`src/hw/mem_pkg.sv`:
```
///////////////////////////////
// memory subsystem shared widths, length codes
// and request payload types
///////////////////////////////

package mem_pkg;

    // bus and word widths
    localparam int ADDR_W = 32;
    localparam int DATA_W = 32;
    localparam int NICK_W = 4;
    localparam int LEN_W  = 2;

    // length codes, bytes moved is code + 1 except for a word
    localparam logic [LEN_W-1:0] LEN_BYTE = 2'd0;
    localparam logic [LEN_W-1:0] LEN_HALF = 2'd1;
    localparam logic [LEN_W-1:0] LEN_WORD = 2'd2;

    // addr[17:16] selects the uart window
    localparam logic [1:0] IO_SEL = 2'b11;

    // queue depths
    localparam int LS_DEPTH    = 4;
    localparam int FETCH_DEPTH = 2;

    // load/store request from the store/load buffer
    typedef struct packed {
        logic              is_store;
        logic              is_unsigned;
        logic [LEN_W-1:0]  len;
        logic [ADDR_W-1:0] addr;
        logic [DATA_W-1:0] data;
        logic [NICK_W-1:0] nick;
    } ls_req_t;

    // instruction fetch request
    typedef struct packed {
        logic [ADDR_W-1:0] pc;
    } fetch_req_t;

    // true for an address inside the i/o window
    function automatic logic is_io(input logic [ADDR_W-1:0] addr);
        return addr[17:16] == IO_SEL;
    endfunction

    // index of the final byte for a length code
    function automatic logic [1:0] last_idx(input logic [LEN_W-1:0] len);
        logic [1:0] idx;
        idx = (len == LEN_WORD) ? 2'd3 : len;
        return idx;
    endfunction

endpackage

```
`src/hw/byte_packer.sv`:
```
///////////////////////////////
// byte packer, gathers read bytes
// into a word and extends it
///////////////////////////////
`timescale 1ns/10ps

module byte_packer (
    input  logic                       clk,
    input  logic                       rst_n,
    input  logic                       capture,
    input  logic                       finish,
    input  logic [1:0]                 byte_idx,
    input  logic [7:0]                 mem_din,
    input  logic [mem_pkg::LEN_W-1:0]  len,
    input  logic                       is_unsigned,
    output logic [mem_pkg::DATA_W-1:0] word
);

    logic [mem_pkg::DATA_W-1:0] hold;
    logic [mem_pkg::DATA_W-1:0] hold_nxt;
    logic [mem_pkg::DATA_W-1:0] ext;
    logic                       sign_b;
    logic                       sign_h;

    // merge the incoming byte into its lane
    always_comb begin
        hold_nxt = hold;
        if (capture) begin
            // byte 0 starts a new transfer
            if (byte_idx == 2'd0) hold_nxt = '0;
            hold_nxt[{byte_idx, 3'b000} +: 8] = mem_din;
        end
    end

    assign sign_b = !is_unsigned && hold_nxt[7];
    assign sign_h = !is_unsigned && hold_nxt[15];

    // sign or zero extension by length code
    always_comb begin
        case (len)
            mem_pkg::LEN_BYTE: begin
                ext = {{(mem_pkg::DATA_W - 8){sign_b}}, hold_nxt[7:0]};
            end
            mem_pkg::LEN_HALF: begin
                ext = {{(mem_pkg::DATA_W - 16){sign_h}}, hold_nxt[15:0]};
            end
            default: begin
                ext = hold_nxt;
            end
        endcase
    end

    // finish lands on the capture of the last byte
    always_ff @(posedge clk or negedge rst_n) begin
        if (!rst_n) begin
            hold <= '0;
            word <= '0;
        end else begin
            if (capture) hold <= hold_nxt;
            if (finish) word <= ext;
        end
    end

    // the last byte is always captured together with finish
    a_finish_capture: assert property (@(posedge clk) disable iff (!rst_n)
        finish |-> capture);

endmodule

```
`src/hw/mem_ctrl.sv`:
```
///////////////////////////////
// memory controller, arbitrates fetch and
// load/store and moves bytes over the bus
///////////////////////////////
`timescale 1ns/10ps

module mem_ctrl (
    input  logic                       clk,
    input  logic                       rst_n,
    input  logic                       rdy,
    input  logic                       clr,
    input  logic                       io_buffer_full,
    input  logic                       ls_head_valid,
    input  mem_pkg::ls_req_t           ls_head,
    input  logic                       fetch_head_valid,
    input  mem_pkg::fetch_req_t        fetch_head,
    output logic                       ls_pop,
    output logic                       fetch_pop,
    output logic [mem_pkg::ADDR_W-1:0] mem_a,
    output logic [7:0]                 mem_dout,
    output logic                       mem_wr,
    output logic                       capture,
    output logic                       finish,
    output logic [1:0]                 byte_idx,
    output logic [mem_pkg::LEN_W-1:0]  len,
    output logic                       is_unsigned,
    input  logic [mem_pkg::DATA_W-1:0] packed_word,
    output logic                       fetch_done,
    output logic [mem_pkg::DATA_W-1:0] fetch_inst,
    output logic                       ls_done,
    output logic [mem_pkg::NICK_W-1:0] ls_done_nick,
    output logic [mem_pkg::DATA_W-1:0] ls_done_data
);

    typedef enum logic [1:0] {
        ST_IDLE,
        ST_ISSUE,
        ST_DRAIN
    } state_t;

    state_t                     state;
    logic [1:0]                 cnt;
    logic                       cur_fetch;
    logic                       cur_store;
    logic                       cancel;
    logic                       rd_pend;
    logic [1:0]                 cap_idx;
    logic                       fetch_done_q;
    logic                       ls_done_q;

    // latched request payload
    logic [mem_pkg::ADDR_W-1:0] cur_addr;
    logic [mem_pkg::DATA_W-1:0] cur_data;
    logic [mem_pkg::LEN_W-1:0]  cur_len;
    logic                       cur_unsigned;
    logic [mem_pkg::NICK_W-1:0] cur_nick;

    logic                       take_ls;
    logic                       take_fetch;
    logic                       io_hold;
    logic                       byte_ok;
    logic                       last_byte;

    // load/store wins over fetch, nothing is taken while paused
    assign take_ls    = (state == ST_IDLE) && rdy && ls_head_valid;
    assign take_fetch = (state == ST_IDLE) && rdy && !ls_head_valid &&
                        fetch_head_valid && !clr;
    assign ls_pop     = take_ls;
    assign fetch_pop  = take_fetch;

    // uart writes wait for room in the output buffer
    assign io_hold   = cur_store && mem_pkg::is_io(cur_addr) && io_buffer_full;
    assign byte_ok   = (state == ST_ISSUE) && rdy && !io_hold;
    assign last_byte = (cnt == mem_pkg::last_idx(cur_len));

    assign mem_a    = byte_ok ? cur_addr : '0;
    assign mem_dout = cur_data[7:0];
    assign mem_wr   = byte_ok && cur_store;

    // read data returns one cycle after its address
    assign capture     = rd_pend;
    assign byte_idx    = cap_idx;
    assign finish      = (state == ST_DRAIN);
    assign len         = cur_len;
    assign is_unsigned = cur_unsigned;

    // a done in the flush cycle belongs to a cancelled fetch
    assign fetch_done   = fetch_done_q && !clr;
    assign fetch_inst   = packed_word;
    assign ls_done      = ls_done_q;
    assign ls_done_nick = cur_nick;
    assign ls_done_data = cur_store ? '0 : packed_word;

    always_ff @(posedge clk or negedge rst_n) begin
        if (!rst_n) begin
            state        <= ST_IDLE;
            cnt          <= '0;
            cur_fetch    <= 1'b0;
            cur_store    <= 1'b0;
            cancel       <= 1'b0;
            rd_pend      <= 1'b0;
            cap_idx      <= '0;
            fetch_done_q <= 1'b0;
            ls_done_q    <= 1'b0;
        end else begin
            fetch_done_q <= 1'b0;
            ls_done_q    <= 1'b0;
            rd_pend      <= byte_ok && !cur_store;
            if (byte_ok) cap_idx <= cnt;

            case (state)
                ST_IDLE: begin
                    if (take_ls || take_fetch) begin
                        state     <= ST_ISSUE;
                        cnt       <= '0;
                        cancel    <= 1'b0;
                        cur_fetch <= take_fetch;
                        cur_store <= take_ls && ls_head.is_store;
                    end
                end
                ST_ISSUE: begin
                    if (byte_ok) begin
                        if (!last_byte) begin
                            cnt <= cnt + 1'b1;
                        end else if (cur_store) begin
                            // writes finish with their last byte
                            state     <= ST_IDLE;
                            ls_done_q <= 1'b1;
                        end else begin
                            state <= ST_DRAIN;
                        end
                    end
                end
                ST_DRAIN: begin
                    state <= ST_IDLE;
                    if (cur_fetch) fetch_done_q <= !(cancel || clr);
                    else ls_done_q <= 1'b1;
                end
                default: begin
                    state <= ST_IDLE;
                end
            endcase

            // flush hits a fetch already past its pop
            if (clr && (state != ST_IDLE) && cur_fetch) cancel <= 1'b1;
        end
    end

    always_ff @(posedge clk) begin
        if (take_ls) begin
            cur_addr     <= ls_head.addr;
            cur_data     <= ls_head.data;
            cur_len      <= ls_head.len;
            cur_unsigned <= ls_head.is_unsigned;
            cur_nick     <= ls_head.nick;
        end else if (take_fetch) begin
            cur_addr     <= fetch_head.pc;
            cur_data     <= '0;
            cur_len      <= mem_pkg::LEN_WORD;
            cur_unsigned <= 1'b1;
        end else if (byte_ok) begin
            // step to the next byte, little endian
            cur_addr <= cur_addr + 1'b1;
            cur_data <= cur_data >> 8;
        end
    end

    // a paused transfer keeps its byte pending
    a_no_wr_paused: assert property (@(posedge clk) disable iff (!rst_n)
        ((state == ST_ISSUE) && !rdy) |=>
            ((state == ST_ISSUE) && $stable(cnt) && $stable(cur_addr)));

    // a held uart byte stays pending until the buffer has room
    a_io_hold: assert property (@(posedge clk) disable iff (!rst_n)
        ((state == ST_ISSUE) && io_hold) |=>
            ((state == ST_ISSUE) && $stable(cnt) && $stable(cur_addr)));

endmodule

```
`src/hw/mem_subsys.sv`:
```
///////////////////////////////
// memory subsystem top, request queues,
// controller and byte packer on the bus
///////////////////////////////
`timescale 1ns/10ps

module mem_subsys (
    input  logic                       clk_in,
    input  logic                       rst_n,
    input  logic                       rdy_in,
    input  logic                       clr,

    input  logic [7:0]                 mem_din,
    output logic [7:0]                 mem_dout,
    output logic [mem_pkg::ADDR_W-1:0] mem_a,
    output logic                       mem_wr,
    input  logic                       io_buffer_full,

    input  logic                       fetch_en,
    input  logic [mem_pkg::ADDR_W-1:0] fetch_pc,
    output logic                       fetch_full,
    output logic                       fetch_done,
    output logic [mem_pkg::DATA_W-1:0] fetch_inst,

    input  logic                       ls_en,
    input  logic                       ls_store,
    input  logic                       ls_unsigned,
    input  logic [mem_pkg::LEN_W-1:0]  ls_len,
    input  logic [mem_pkg::ADDR_W-1:0] ls_addr,
    input  logic [mem_pkg::DATA_W-1:0] ls_data,
    input  logic [mem_pkg::NICK_W-1:0] ls_nick,
    output logic                       ls_full,
    output logic                       ls_done,
    output logic [mem_pkg::NICK_W-1:0] ls_done_nick,
    output logic [mem_pkg::DATA_W-1:0] ls_done_data
);

    mem_pkg::fetch_req_t        fetch_push_item;
    mem_pkg::fetch_req_t        fetch_head;
    logic                       fetch_head_valid;
    logic                       fetch_pop;

    mem_pkg::ls_req_t           ls_push_item;
    mem_pkg::ls_req_t           ls_head;
    logic                       ls_head_valid;
    logic                       ls_pop;

    logic                       capture;
    logic                       finish;
    logic [1:0]                 byte_idx;
    logic [mem_pkg::LEN_W-1:0]  pk_len;
    logic                       pk_unsigned;
    logic [mem_pkg::DATA_W-1:0] packed_word;

    assign fetch_push_item = '{pc: fetch_pc};
    assign ls_push_item    = '{is_store:    ls_store,
                               is_unsigned: ls_unsigned,
                               len:         ls_len,
                               addr:        ls_addr,
                               data:        ls_data,
                               nick:        ls_nick};

    // fetch queue, emptied by flush
    req_queue #(
        .item_t (mem_pkg::fetch_req_t),
        .DEPTH  (mem_pkg::FETCH_DEPTH)
    ) i_fetch_q (
        .clk        (clk_in),
        .rst_n      (rst_n),
        .clr        (clr),
        .push       (fetch_en),
        .push_item  (fetch_push_item),
        .pop        (fetch_pop),
        .head_valid (fetch_head_valid),
        .head_item  (fetch_head),
        .full       (fetch_full)
    );

    // load/store queue survives a flush
    req_queue #(
        .item_t (mem_pkg::ls_req_t),
        .DEPTH  (mem_pkg::LS_DEPTH)
    ) i_ls_q (
        .clk        (clk_in),
        .rst_n      (rst_n),
        .clr        (1'b0),
        .push       (ls_en),
        .push_item  (ls_push_item),
        .pop        (ls_pop),
        .head_valid (ls_head_valid),
        .head_item  (ls_head),
        .full       (ls_full)
    );

    mem_ctrl i_mem_ctrl (
        .clk              (clk_in),
        .rst_n            (rst_n),
        .rdy              (rdy_in),
        .clr              (clr),
        .io_buffer_full   (io_buffer_full),
        .ls_head_valid    (ls_head_valid),
        .ls_head          (ls_head),
        .fetch_head_valid (fetch_head_valid),
        .fetch_head       (fetch_head),
        .ls_pop           (ls_pop),
        .fetch_pop        (fetch_pop),
        .mem_a            (mem_a),
        .mem_dout         (mem_dout),
        .mem_wr           (mem_wr),
        .capture          (capture),
        .finish           (finish),
        .byte_idx         (byte_idx),
        .len              (pk_len),
        .is_unsigned      (pk_unsigned),
        .packed_word      (packed_word),
        .fetch_done       (fetch_done),
        .fetch_inst       (fetch_inst),
        .ls_done          (ls_done),
        .ls_done_nick     (ls_done_nick),
        .ls_done_data     (ls_done_data)
    );

    byte_packer i_byte_packer (
        .clk         (clk_in),
        .rst_n       (rst_n),
        .capture     (capture),
        .finish      (finish),
        .byte_idx    (byte_idx),
        .mem_din     (mem_din),
        .len         (pk_len),
        .is_unsigned (pk_unsigned),
        .word        (packed_word)
    );

endmodule

```
`src/hw/req_queue.sv`:
```
///////////////////////////////
// request queue, circular buffer
// with a payload type parameter
///////////////////////////////
`timescale 1ns/10ps

module req_queue #(
    parameter type item_t = logic,
    parameter int  DEPTH  = 2
) (
    input  logic  clk,
    input  logic  rst_n,
    input  logic  clr,
    input  logic  push,
    input  item_t push_item,
    input  logic  pop,
    output logic  head_valid,
    output item_t head_item,
    output logic  full
);

    localparam int PTR_W = (DEPTH > 1) ? $clog2(DEPTH) : 1;
    localparam int CNT_W = $clog2(DEPTH + 1);

    item_t            mem [DEPTH];
    logic [PTR_W-1:0] wr_ptr;
    logic [PTR_W-1:0] rd_ptr;
    logic [CNT_W-1:0] count;
    logic             do_push;
    logic             do_pop;

    function automatic logic [PTR_W-1:0] ptr_inc(input logic [PTR_W-1:0] p);
        return (p == PTR_W'(DEPTH - 1)) ? '0 : p + 1'b1;
    endfunction

    assign head_valid = (count != '0);
    assign full       = (count == CNT_W'(DEPTH));
    assign head_item  = mem[rd_ptr];
    assign do_push    = push && !full;
    assign do_pop     = pop && head_valid;

    always_ff @(posedge clk or negedge rst_n) begin
        if (!rst_n) begin
            wr_ptr <= '0;
            rd_ptr <= '0;
            count  <= '0;
        end else if (clr) begin
            // flush drops everything, including a same-cycle push
            wr_ptr <= '0;
            rd_ptr <= '0;
            count  <= '0;
        end else begin
            if (do_push) wr_ptr <= ptr_inc(wr_ptr);
            if (do_pop) rd_ptr <= ptr_inc(rd_ptr);
            if (do_push && !do_pop) count <= count + 1'b1;
            else if (do_pop && !do_push) count <= count - 1'b1;
        end
    end

    always_ff @(posedge clk) begin
        if (do_push && !clr) mem[wr_ptr] <= push_item;
    end

    // the core must hold its enable while the queue is full
    a_no_push_full: assert property (@(posedge clk) disable iff (!rst_n)
        push |-> !full);

    // the controller only pops a head it has seen valid
    a_no_pop_empty: assert property (@(posedge clk) disable iff (!rst_n)
        pop |-> head_valid);

endmodule

```
`config.mk`:
```
export PLATFORM = sky130hd
export DESIGN_NAME = mem_subsys
export DESIGN_NICKNAME = d
export VERILOG_FILES = /design/src/hw/mem_pkg.sv /design/src/hw/byte_packer.sv /design/src/hw/mem_ctrl.sv /design/src/hw/mem_subsys.sv /design/src/hw/req_queue.sv
export SDC_FILE = /design/constraint.sdc
export NUM_CORES = 1
export LEC_CHECK = 0
export BUFFER_PORTS_ARGS = -buffer_cell sky130_fd_sc_hd__buf_2
export CORE_UTILIZATION = 58
export DETAILED_ROUTE_END_ITERATION = 10
export HOLD_SLACK_MARGIN = 0.15
export PLACE_DENSITY = 0.86
export SETUP_SLACK_MARGIN = 0.2
export SYNTH_ARGS = -nofsm -noshare
export SYNTH_HDL_FRONTEND = slang
export SYNTH_SLANG_ARGS = --single-unit
```
`constraint.sdc`:
```
create_clock -name clk_in -period 3.9 [get_ports clk_in]
set_input_delay 0.585 -clock clk_in [delete_from_list [all_inputs] [get_ports clk_in]]
set_output_delay 0.585 -clock clk_in [all_outputs]
set_load 0.05 [all_outputs]
```
==> results of run 1 <==
==> final cells by class <==
type	instances	share of cell area, %
repair buffers	251	5.748
diodes	16	0.1678
flip-flops and latches	510	62.39
inverters	31	0.4877
well taps	455	2.386
clock inverters	28	1.096
multi-input cells	601	22.38
clock buffers	62	5.344
==> metal layers <==
layer | wire length [um] | GRT usage [%] | up-vias
met5 | 66 | 0 | -
met4 | 1359 | 10.09 | 10
met3 | 3678 | 6.205 | 92
met2 | 21870 | 40.20 | 524
met1 | 16460 | 30.40 | 5868
li1 | - | - | 5191
==> how the worst min path moves through the flow <==
stage          cells past startpoint              start                 endpoint  slack (ps)
3_5_place_dp                       1  i_mem_ctrl.cancel  i_mem_ctrl.fetch_done_q         440
5_1_grt                            1       fetch_pc[23]     i_fetch_q.mem[0][23]         180
3_3_place_gp                       1  i_mem_ctrl.cancel  i_mem_ctrl.fetch_done_q         440
2_1_floorplan                      0              rst_n    i_byte_packer.hold[0]         290
6_report                           1              rst_n    i_byte_packer.word[3]         200
4_1_cts                            1        fetch_pc[0]      i_fetch_q.mem[0][0]         170
==> cell usage in the layout, fill, tap and decap left out, types with 4 or more instances in the layout <==
cell,netlist,layout
clkinv_2,0,6
a22o_1,49,49
clkbuf_16,0,49
a22oi_1,5,5
o221ai_1,10,10
and2_1,46,42
clkbuf_1,36,13
o21ai_0,36,36
nor2_1,40,40
o22a_1,8,8
xor2_1,30,30
inv_1,27,27
mux2i_1,28,28
mux4_2,72,72
edfxtp_1,423,423
and2_4,0,4
mux2_2,14,14
and4_1,5,5
ha_1,16,16
o21a_1,8,8
o22ai_1,4,4
nor2b_1,28,27
clkinv_1,1,14
diode_2,0,16
and3_1,7,7
o211ai_1,6,6
bufinv_16,0,5
o21ai_1,7,7
buf_4,9,16
buf_2,17,230
nand2_1,66,65
buf_12,0,5
xnor2_1,6,6
nand3_1,22,22
a21oi_1,28,28
dfrtp_1,87,85
nand4_1,12,12
nor3_1,11,10
==> state kept, by name, indices dropped and copies added, names as in the netlist, 3 cells and up <==
signal / cells
i_ls_q.mem: 288
i_fetch_q.mem: 64
i_byte_packer.hold: 32
i_byte_packer.word: 32
i_mem_ctrl.cur_addr: 32
i_mem_ctrl.cur_data: 32
i_mem_ctrl.ls_done_nick: 4
i_ls_q.count: 3
==> power by group through the flow <==
| stage | clock (W) | combinational [W] | sequential, W |
|---|---|---|---|
| floorplan | 0 | 0.00435 | 0.00868 |
| global placement | 0 | 0.00607 | 0.00843 |
| detailed placement | 0 | 0.00623 | 0.00851 |
| CTS | 0.00463 | 0.00625 | 0.00841 |
| global route | 0.00484 | 0.00664 | 0.00855 |
| finish | 0.00457 | 0.00619 | 0.00841 |
==> kinds of logic after synthesis <==
family / Yosys count
flip-flops: 510
AND/OR/NAND/NOR: 254
AO/OA/AOI/OAI: 180
multiplexers: 114
buffers and inverters: 104
XOR/XNOR: 36
adder cells (fa/ha/maj): 17
==> metrics by stage <==
step | worst slack, ps | power, W | cell area [um2] | hold slack [ps]
4_1_cts | 611.9 | 0.01930 | 23820 | 172.4
5_1_grt | 426.8 | 0.02003 | 23840 | 181.7
2_1_floorplan | 298.0 | 0.01303 | 20700 | 289.4
3_3_place_gp | 1209 | 0.01450 | 22280 | 438.1
6_report | 604.0 | 0.01918 | 23860 | 200.0
3_5_place_dp | 1053 | 0.01475 | 22280 | 442.7
==> critical path, delay by kind of cell (launching register included) <==
kind / cells / cell delay (ps)
buffers and inverters: 3 / 740
and+or+nand+nor: 3 / 650
adders and majority gates: 1 / 340
DFF: 1 / 380
==> results.toml, run 1 <==
[critical_path]
crit_path_start_kind = "flip-flop"
r2r_cells = 6
cpMaxStageDelayCell = "dfrtp_1"
reg2reg_from = "i_ls_q.count[0]"
reg2reg_slack_ps = 1070
r2r_end = "i_mem_ctrl.cur_data[1]"
crit_fanout = 28
crit_end = "mem_a[2]"
arrival_ps = 2710
cp.required_ps = 3310
cp_cell_sequence = "inv_1, ha_1, nand2_1, nor2b_2, buf_4, and2_1, buf_2"
max_stage_delay_ps = 380
crit_start = "i_mem_ctrl.state[1]"
critPathKind = "flip-flop to primary output"
cp-end-kind = "primary output"

[outcome]
violations = "design-rule violations"
status = "finished with violations"

[yosys]
synth_compound_area_share_pct = 6.468
synthXorXnorAreaFrac_pct = 1.523
synthAdderAreaFrac_pct = 1.064
synth_common_cells = "edfxtp_1 (423), dfrtp_1 (87), mux4_2 (72)"
synthMuxAreaShare_pct = 9.950
ys_top_cells_by_area = "edfxtp_1 (61%), dfrtp_1 (11%), mux4_2 (7.8%), a22o_1 (2.1%), and2_1 (1.4%)"
synth_edf_count = 423
synth_fp_nets = 1351
synth_top_area_share_pct = 61.37
synth.most_common_cell = "edfxtp_1"
synth-async-reset-ratio_pct = 17.06
ys_types = 64
netlist_area_mm2 = 0.02070
avgSynthCellArea_um2 = 17.04
ys_warn_count = 0
synth_seq_cells = 510
syn_inst = 1215
synthSimpleGateAreaFrac_pct = 6.667
yosysSeqAreaShare_pct = 71.89
yosys.area.top_type = "edfxtp_1"
ys.flop_type = "edfxtp_1"
synth_top_family_by_area = "multiplexers"

[layout]
fin_util_pct = 68.56
finalNetCount = 1580
area_growth_pct = 15.27
drive_above_1_share_pct = 29.00
final_cell_count_no_fill = 1954
register_area_mm2 = 0.01489
multi_input_area_mm2 = 0.005339
fillerInstances = 2187

[detailed_routing]
final_antenna_net_count = 0
routed_wl_um = 43430
first_pass_iters = 10
drtIter0Drc = 927
wire_per_inst_um = 22.23
drc_errors = 2
vias = 11690
avgViaCountPerCell = 5.980

[pwr]
pwr-share-seq_pct = 43.9
peakVddDrop_uv = 726.8
combPwrFrac_pct = 32.3
cellInternalPower_w = 0.01230
netSwitchingPower_w = 0.006884
power_density_mw_per_mm2 = 803.9
power.leakage_nw = 8.843
clkPwrFrac_pct = 23.8
sw_frac_of_total_pct = 35.89

[cts]
clkSinkCount = 510
cts_buffers = 49
cts-htree-levels = 2
clockRootBuffer = "clkbuf_16"
path_clk_slew_ps = 60
cts_hold_buf = 0
post-cts-setup-buffer-count = 0
insertion_delay_ps = 580
cts_tree = "yes"
ctsResizeCount = 0
clock_path_buffers = 3

[sta]
period_share_pct = 84.51
setup_viol = 0
hold_viol = 0
worst_slew_pin_slew_ps = 1088
rsz0062_at_grt = "no"
slew_viol_final = 0
setup_tns_ps = 0
max_freq_mhz = 303.4
slew_headroom_pct = 27.47
skew_ps = 23.38
finalCriticalPeriod_ps = 3296

[floorplanning]
start_util_pct = 59.48
core_mm2 = 0.03480
pin_count = 232
dieArea_mm2 = 0.03645
rows = 68
die_h_um = 190.9
die_w_um = 190.9

[placed_design]
routabilityCongestion = 0.8808
io_buffers = 231
placed_cells_incl_taps = 1848
hpwlAfterDp_um = 28210

[global_route]
grt_pass1_wl_um = 65610
antenna_found_initial = 20
grt_max_degree = 88
overflow = 0
grt_pass1_vias = 11720
grt.total_usage_pct = 24.22

[min_path]
hold_class = "input port to async pin"

[job]
maxCapViolCount = 0
No activity file was read; power rests on OpenSTA's default activity.
==> inputs of run 2 (changes only) <==
--- a/config.mk
+++ b/config.mk
@@ -6,10 +6,10 @@
 export NUM_CORES = 1
 export LEC_CHECK = 0
 export BUFFER_PORTS_ARGS = -buffer_cell sky130_fd_sc_hd__buf_2
-export CORE_UTILIZATION = 58
+export CORE_UTILIZATION = 53
 export DETAILED_ROUTE_END_ITERATION = 10
 export HOLD_SLACK_MARGIN = 0.15
-export PLACE_DENSITY = 0.86
+export PLACE_DENSITY = 0.83
 export SETUP_SLACK_MARGIN = 0.2
 export SYNTH_ARGS = -nofsm -noshare
 export SYNTH_HDL_FRONTEND = slang
==> constraint.sdc (replaced) <==
create_clock -name clk_in -period 2.94 [get_ports clk_in]
set_input_delay 0.441 -clock clk_in [delete_from_list [all_inputs] [get_ports clk_in]]
set_output_delay 0.441 -clock clk_in [all_outputs]
set_load 0.05 [all_outputs]
==> results.toml, run 2 (synthesized netlist as in run 1, its figures left out) <==
[detailed_routing]
final_antenna_net_count = 0
routed_wl_um = 48420
avgViaCountPerCell = 5.795
first_pass_iters = 7
wire_per_inst_um = 22.75
drtIter0Drc = 913
drc_errors = 0
vias = 12330

[critical_path]
critPathKind = "flip-flop to primary output"
cp.required_ps = 2500
path_delay_family = "simple AND/OR/NAND/NOR gates"
cp_cell_sequence = "nand4_1, nand3_1, nor2_1, buf_2"
reg2reg_from = "i_ls_q.count[0]"
max_stage_delay_ps = 550
reg2reg_slack_ps = 480
cpMaxStageDelayCell = "edfxtp_1"
crit_start = "i_mem_ctrl.cur_addr[16]"
cp-end-kind = "primary output"
crit_path_start_kind = "flip-flop"
crit_buf_inv = 1
arrival_ps = 2200
crit_fanout = 7

[floorplanning]
start_util_pct = 53.68
pin_count = 232
die_w_um = 199.6
die_h_um = 199.6
rows = 72
dieArea_mm2 = 0.03985
core_mm2 = 0.03856

[cts]
cts_buffers = 51
insertion_delay_ps = 600
clkSinkCount = 510
clockRootBuffer = "clkbuf_16"
clock_path_buffers = 3
cts_tree = "yes"
path_clk_slew_ps = 60
cts-htree-levels = 2

[min_path]
hp-start = "mem_din[6]"
hold_class = "input port to flip-flop"

[global_route]
grt_pass1_wl_um = 72240
antenna_found_initial = 11
busiest_layer = "met2"
grt_max_degree = 85
grt_use_met1_pct = 30.91
grt_use_met3_pct = 4.827
grt_use_met2_pct = 41.37
overflow = 0
grt_pass1_vias = 12490
grt.total_usage_pct = 24.56

[pwr]
finalPower_w = 0.02609
power_density_mw_per_mm2 = 1034
power.leakage_nw = 9.384
peakVddDrop_uv = 665.7

[sta]
setup_viol = 0
hold_viol = 0
slew_headroom_pct = 52.92
worst_slew_pin_slew_ps = 701.5
rsz0062_at_grt = "no"
skew_ps = 15.66
max_freq_mhz = 379.3
period_share_pct = 89.67
setup_tns_ps = 0
holdWs_ps = 192.0
finalCriticalPeriod_ps = 2636
slew_viol_final = 0

[layout]
final_cell_count_no_fill = 2128
fillerInstances = 2505
drive_above_1_share_pct = 28.04
area_growth_pct = 21.88
mostFrequentLayoutCell = "edfxtp_1"
top_regs = "i_ls_q.mem (288), i_fetch_q.mem (64)"
regMostFlops = "i_ls_q.mem"
finalNetCount = 1697
final_cell_mix = "edfxtp_1 (423), buf_2 (208), dlygate4sd3_1 (106)"
largest_reg_flops = 288

[outcome]
status = "finished clean"

[placed_design]
hpwlAfterDp_um = 28920
placed_cells_incl_taps = 1919
routabilityCongestion = 0.8661
io_buffers = 231

[job]
maxCapViolCount = 0
-- run 2: path summary, 6_finish.rpt --
path	depth (start not counted)	endpoint
min	2	i_byte_packer.hold[22]
max reg2reg	7	i_mem_ctrl.cur_addr[22]
max in group asynchronous	3	i_byte_packer.word[10]
max	4	mem_a[7]
min reg2reg	1	i_mem_ctrl.fetch_done_q
min in group asynchronous	2	i_byte_packer.hold[28]
-- run 2: what timing repair did --
item	CTS	global route
hold buffers	106	0
setup buffers	0	1
endpoints found under the setup margin	31	31
hold endpoints to repair	394	0
resized for setup	15	14
-- run 2: per-stage QoR --
step	instance area [um2]	setup WS (ps)	utilization (%)
5_1_grt	25220	214.2	65.40
4_1_cts	25170	203.3	65.27
2_1_floorplan	20720	205.9	-
6_report	25230	303.6	65.43
3_5_place_dp	22450	494.5	58.23
3_3_place_gp	22450	572.5	58.23
-- run 2: power by group --
part / internal (W) / switching [W]
combinational: 0.00305 / 0.00559
sequential: 0.00998 / 0.00119
clock: 0.00354 / 0.00274
total: 0.0166 / 0.00952
-- run 2: layout make-up --
| type | count | area (um2) | area share, % |
|---|---|---|---|
| flip-flops and latches | 510 | 14890 | 59.01 |
| well taps | 518 | 648.1 | 2.569 |
| inverters | 31 | 116.4 | 0.4612 |
| clock buffers | 66 | 1354 | 5.366 |
| diodes | 9 | 22.52 | 0.08927 |
| repair buffers | 366 | 2580 | 10.23 |
| clock inverters | 27 | 245.2 | 0.9721 |
| multi-input cells | 601 | 5374 | 21.30 |
-- run 2: per-layer routing --
metal | vias up | share of wire [%]
li1 | 5425 | -
met1 | 6187 | 38
met2 | 601 | 51
met3 | 112 | 7.4
met4 | 6 | 3.3
met5 | - | 0.083
==> inputs of run 3 (changes only) <==
--- a/config.mk
+++ b/config.mk
@@ -10,6 +10,7 @@
 export DETAILED_ROUTE_END_ITERATION = 10
 export HOLD_SLACK_MARGIN = 0.15
 export PLACE_DENSITY = 0.83
+export RECOVER_POWER = 50
 export SETUP_SLACK_MARGIN = 0.2
 export SYNTH_ARGS = -nofsm -noshare
 export SYNTH_HDL_FRONTEND = slang
==> results.toml, run 3 (synthesized netlist as in run 1, its figures left out) <==
[critical_path]
crit_fanout = 32
crit_buf_inv = 2
crit_path_start_kind = "flip-flop"
arrival_ps = 2270
cp_cell_sequence = "nand4_1, nor2b_1, buf_12, and2_1, buf_2"
path_delay_family = "simple AND/OR/NAND/NOR gates"
max_stage_delay_ps = 540
critPathKind = "flip-flop to primary output"
cp-end-kind = "primary output"
cp.required_ps = 2500
cpMaxStageDelayCell = "edfxtp_1"

[job]
maxCapViolCount = 0

[sta]
period_share_pct = 92.36
finalCriticalPeriod_ps = 2715
setup_viol = 0
max_freq_mhz = 368.3
setup_tns_ps = 0
slew_viol_final = 0
skew_ps = 19.73
slew_headroom_pct = 25.12
layout_setup_ws_ps = 224.7
hold_viol = 0
rsz0062_at_grt = "no"
worst_slew_pin_slew_ps = 1123

[layout]
top_regs = "i_ls_q.mem (288), i_fetch_q.mem (64)"
mostFrequentLayoutCell = "edfxtp_1"
largest_reg_flops = 288
area_growth_pct = 20.64
final_cell_mix = "edfxtp_1 (423), clkbuf_1 (161), dlygate4sd3_1 (106)"
regMostFlops = "i_ls_q.mem"
drive_above_1_share_pct = 18.55
finalNetCount = 1697
fillerInstances = 2607

[cts]
clock_path_buffers = 3
clkSinkCount = 510
clockRootBuffer = "clkbuf_16"
insertion_delay_ps = 600
path_clk_slew_ps = 60
cts_buffers = 51
cts_tree = "yes"
cts-htree-levels = 2

[detailed_routing]
vias = 12380
drc_errors = 0
avgViaCountPerCell = 5.821
wire_per_inst_um = 22.79
drtIter0Drc = 951
first_pass_iters = 8
final_antenna_net_count = 0
routed_wl_um = 48480

[floorplanning]
die_h_um = 199.6
start_util_pct = 53.68
pin_count = 232
dieArea_mm2 = 0.03985
core_mm2 = 0.03856
die_w_um = 199.6
rows = 72

[global_route]
grt_use_met3_pct = 4.827
grt_max_degree = 85
busiest_layer = "met2"
grt_use_met2_pct = 41.37
grt_pass1_wl_um = 72240
grt.total_usage_pct = 24.56
grt_use_met1_pct = 30.91
grt_pass1_vias = 12490
overflow = 0
antenna_found_initial = 11

[pwr]
power.leakage_nw = 8.919
peakVddDrop_uv = 664.2
power_density_mw_per_mm2 = 1040

[outcome]
status = "finished clean"

[placed_design]
routabilityCongestion = 0.8661
hpwlAfterDp_um = 28920
io_buffers = 231
pre_cts_ws_ps = 494.5

[min_path]
hold_class = "input port to flip-flop"
run 3: changes by cell type in the layout (fill, tap and decap cells not counted), sizes merged:
cell	before	now
clkbuf	79	230
buf	247	96
diode	9	8
run 3: routing by layer:
metal | up-vias | wire (um)
li1 | 5426 | -
met1 | 6206 | 18290
met2 | 614 | 24720
met3 | 130 | 3699
met4 | 6 | 1733
met5 | - | 40
run 3: cell type report:
| cell class | instances | area (um2) | area share (%) |
|---|---|---|---|
| clock inverters | 27 | 245.2 | 0.9821 |
| clock buffers | 66 | 1354 | 5.422 |
| diodes | 8 | 20.02 | 0.08017 |
| inverters | 31 | 116.4 | 0.4660 |
| well taps | 518 | 648.1 | 2.596 |
| flip-flops and latches | 510 | 14890 | 59.62 |
| multi-input cells | 601 | 5333 | 21.36 |
| repair buffers | 366 | 2366 | 9.475 |
run 3: repair_timing:
| item | CTS | global route |
|---|---|---|
| gates resized for setup | 15 | 14 |
| endpoints found under the setup margin | 31 | 31 |
| buffers inserted | 0 | 1 |
| hold buffers | 106 | 0 |
| endpoints found under the hold margin | 394 | 0 |
run 3: worst paths after layout:
path                                         startpoint  slack, ps  depth (start not counted)                      end
worst max-delay path            i_mem_ctrl.cur_addr[16]        220                          5                mem_a[16]
worst min-delay path                             rdy_in        160                          3       i_mem_ctrl.capture
worst max register to register      i_mem_ctrl.state[0]        320                          8  i_mem_ctrl.cur_addr[28]
worst min register to register        i_mem_ctrl.cancel        470                          1  i_mem_ctrl.fetch_done_q
max in group asynchronous                         rst_n        740                          3   i_byte_packer.word[10]
min in group asynchronous                         rst_n        560                          2   i_byte_packer.hold[28]
run 3: metrics by stage:
stage	util, %	cells	total power (W)	instance area, um2	hold WS (ps)
floorplan	-	1215	0.01725	20720	145.4
global route	64.74	2124	0.02706	24960	168.4
CTS	65.27	2118	0.02611	25170	150.9
detailed placement	58.23	1919	0.01963	22450	454.8
global placement	58.23	1919	0.01937	22450	445.8
finish	64.76	2127	0.02596	24970	164.9
run 3: worst reg2reg max path: cells and delay by family, from the launching register on:
family                     cells  cell delay, ps
adders and majority gates      1             300
DFF                            1             420
and+or+nand+nor                3             770
AOI/OAI and AO/OA              1             160
buffers and inverters          3             690
run 3: power breakdown:
part / internal [W] / total, W / switching [W]
Sequential: 0.00998 / 0.0112 / 0.00119
Clock: 0.00354 / 0.00628 / 0.00275
Combinational: 0.00292 / 0.00850 / 0.00558
Total: 0.0164 / 0.0260 / 0.00952
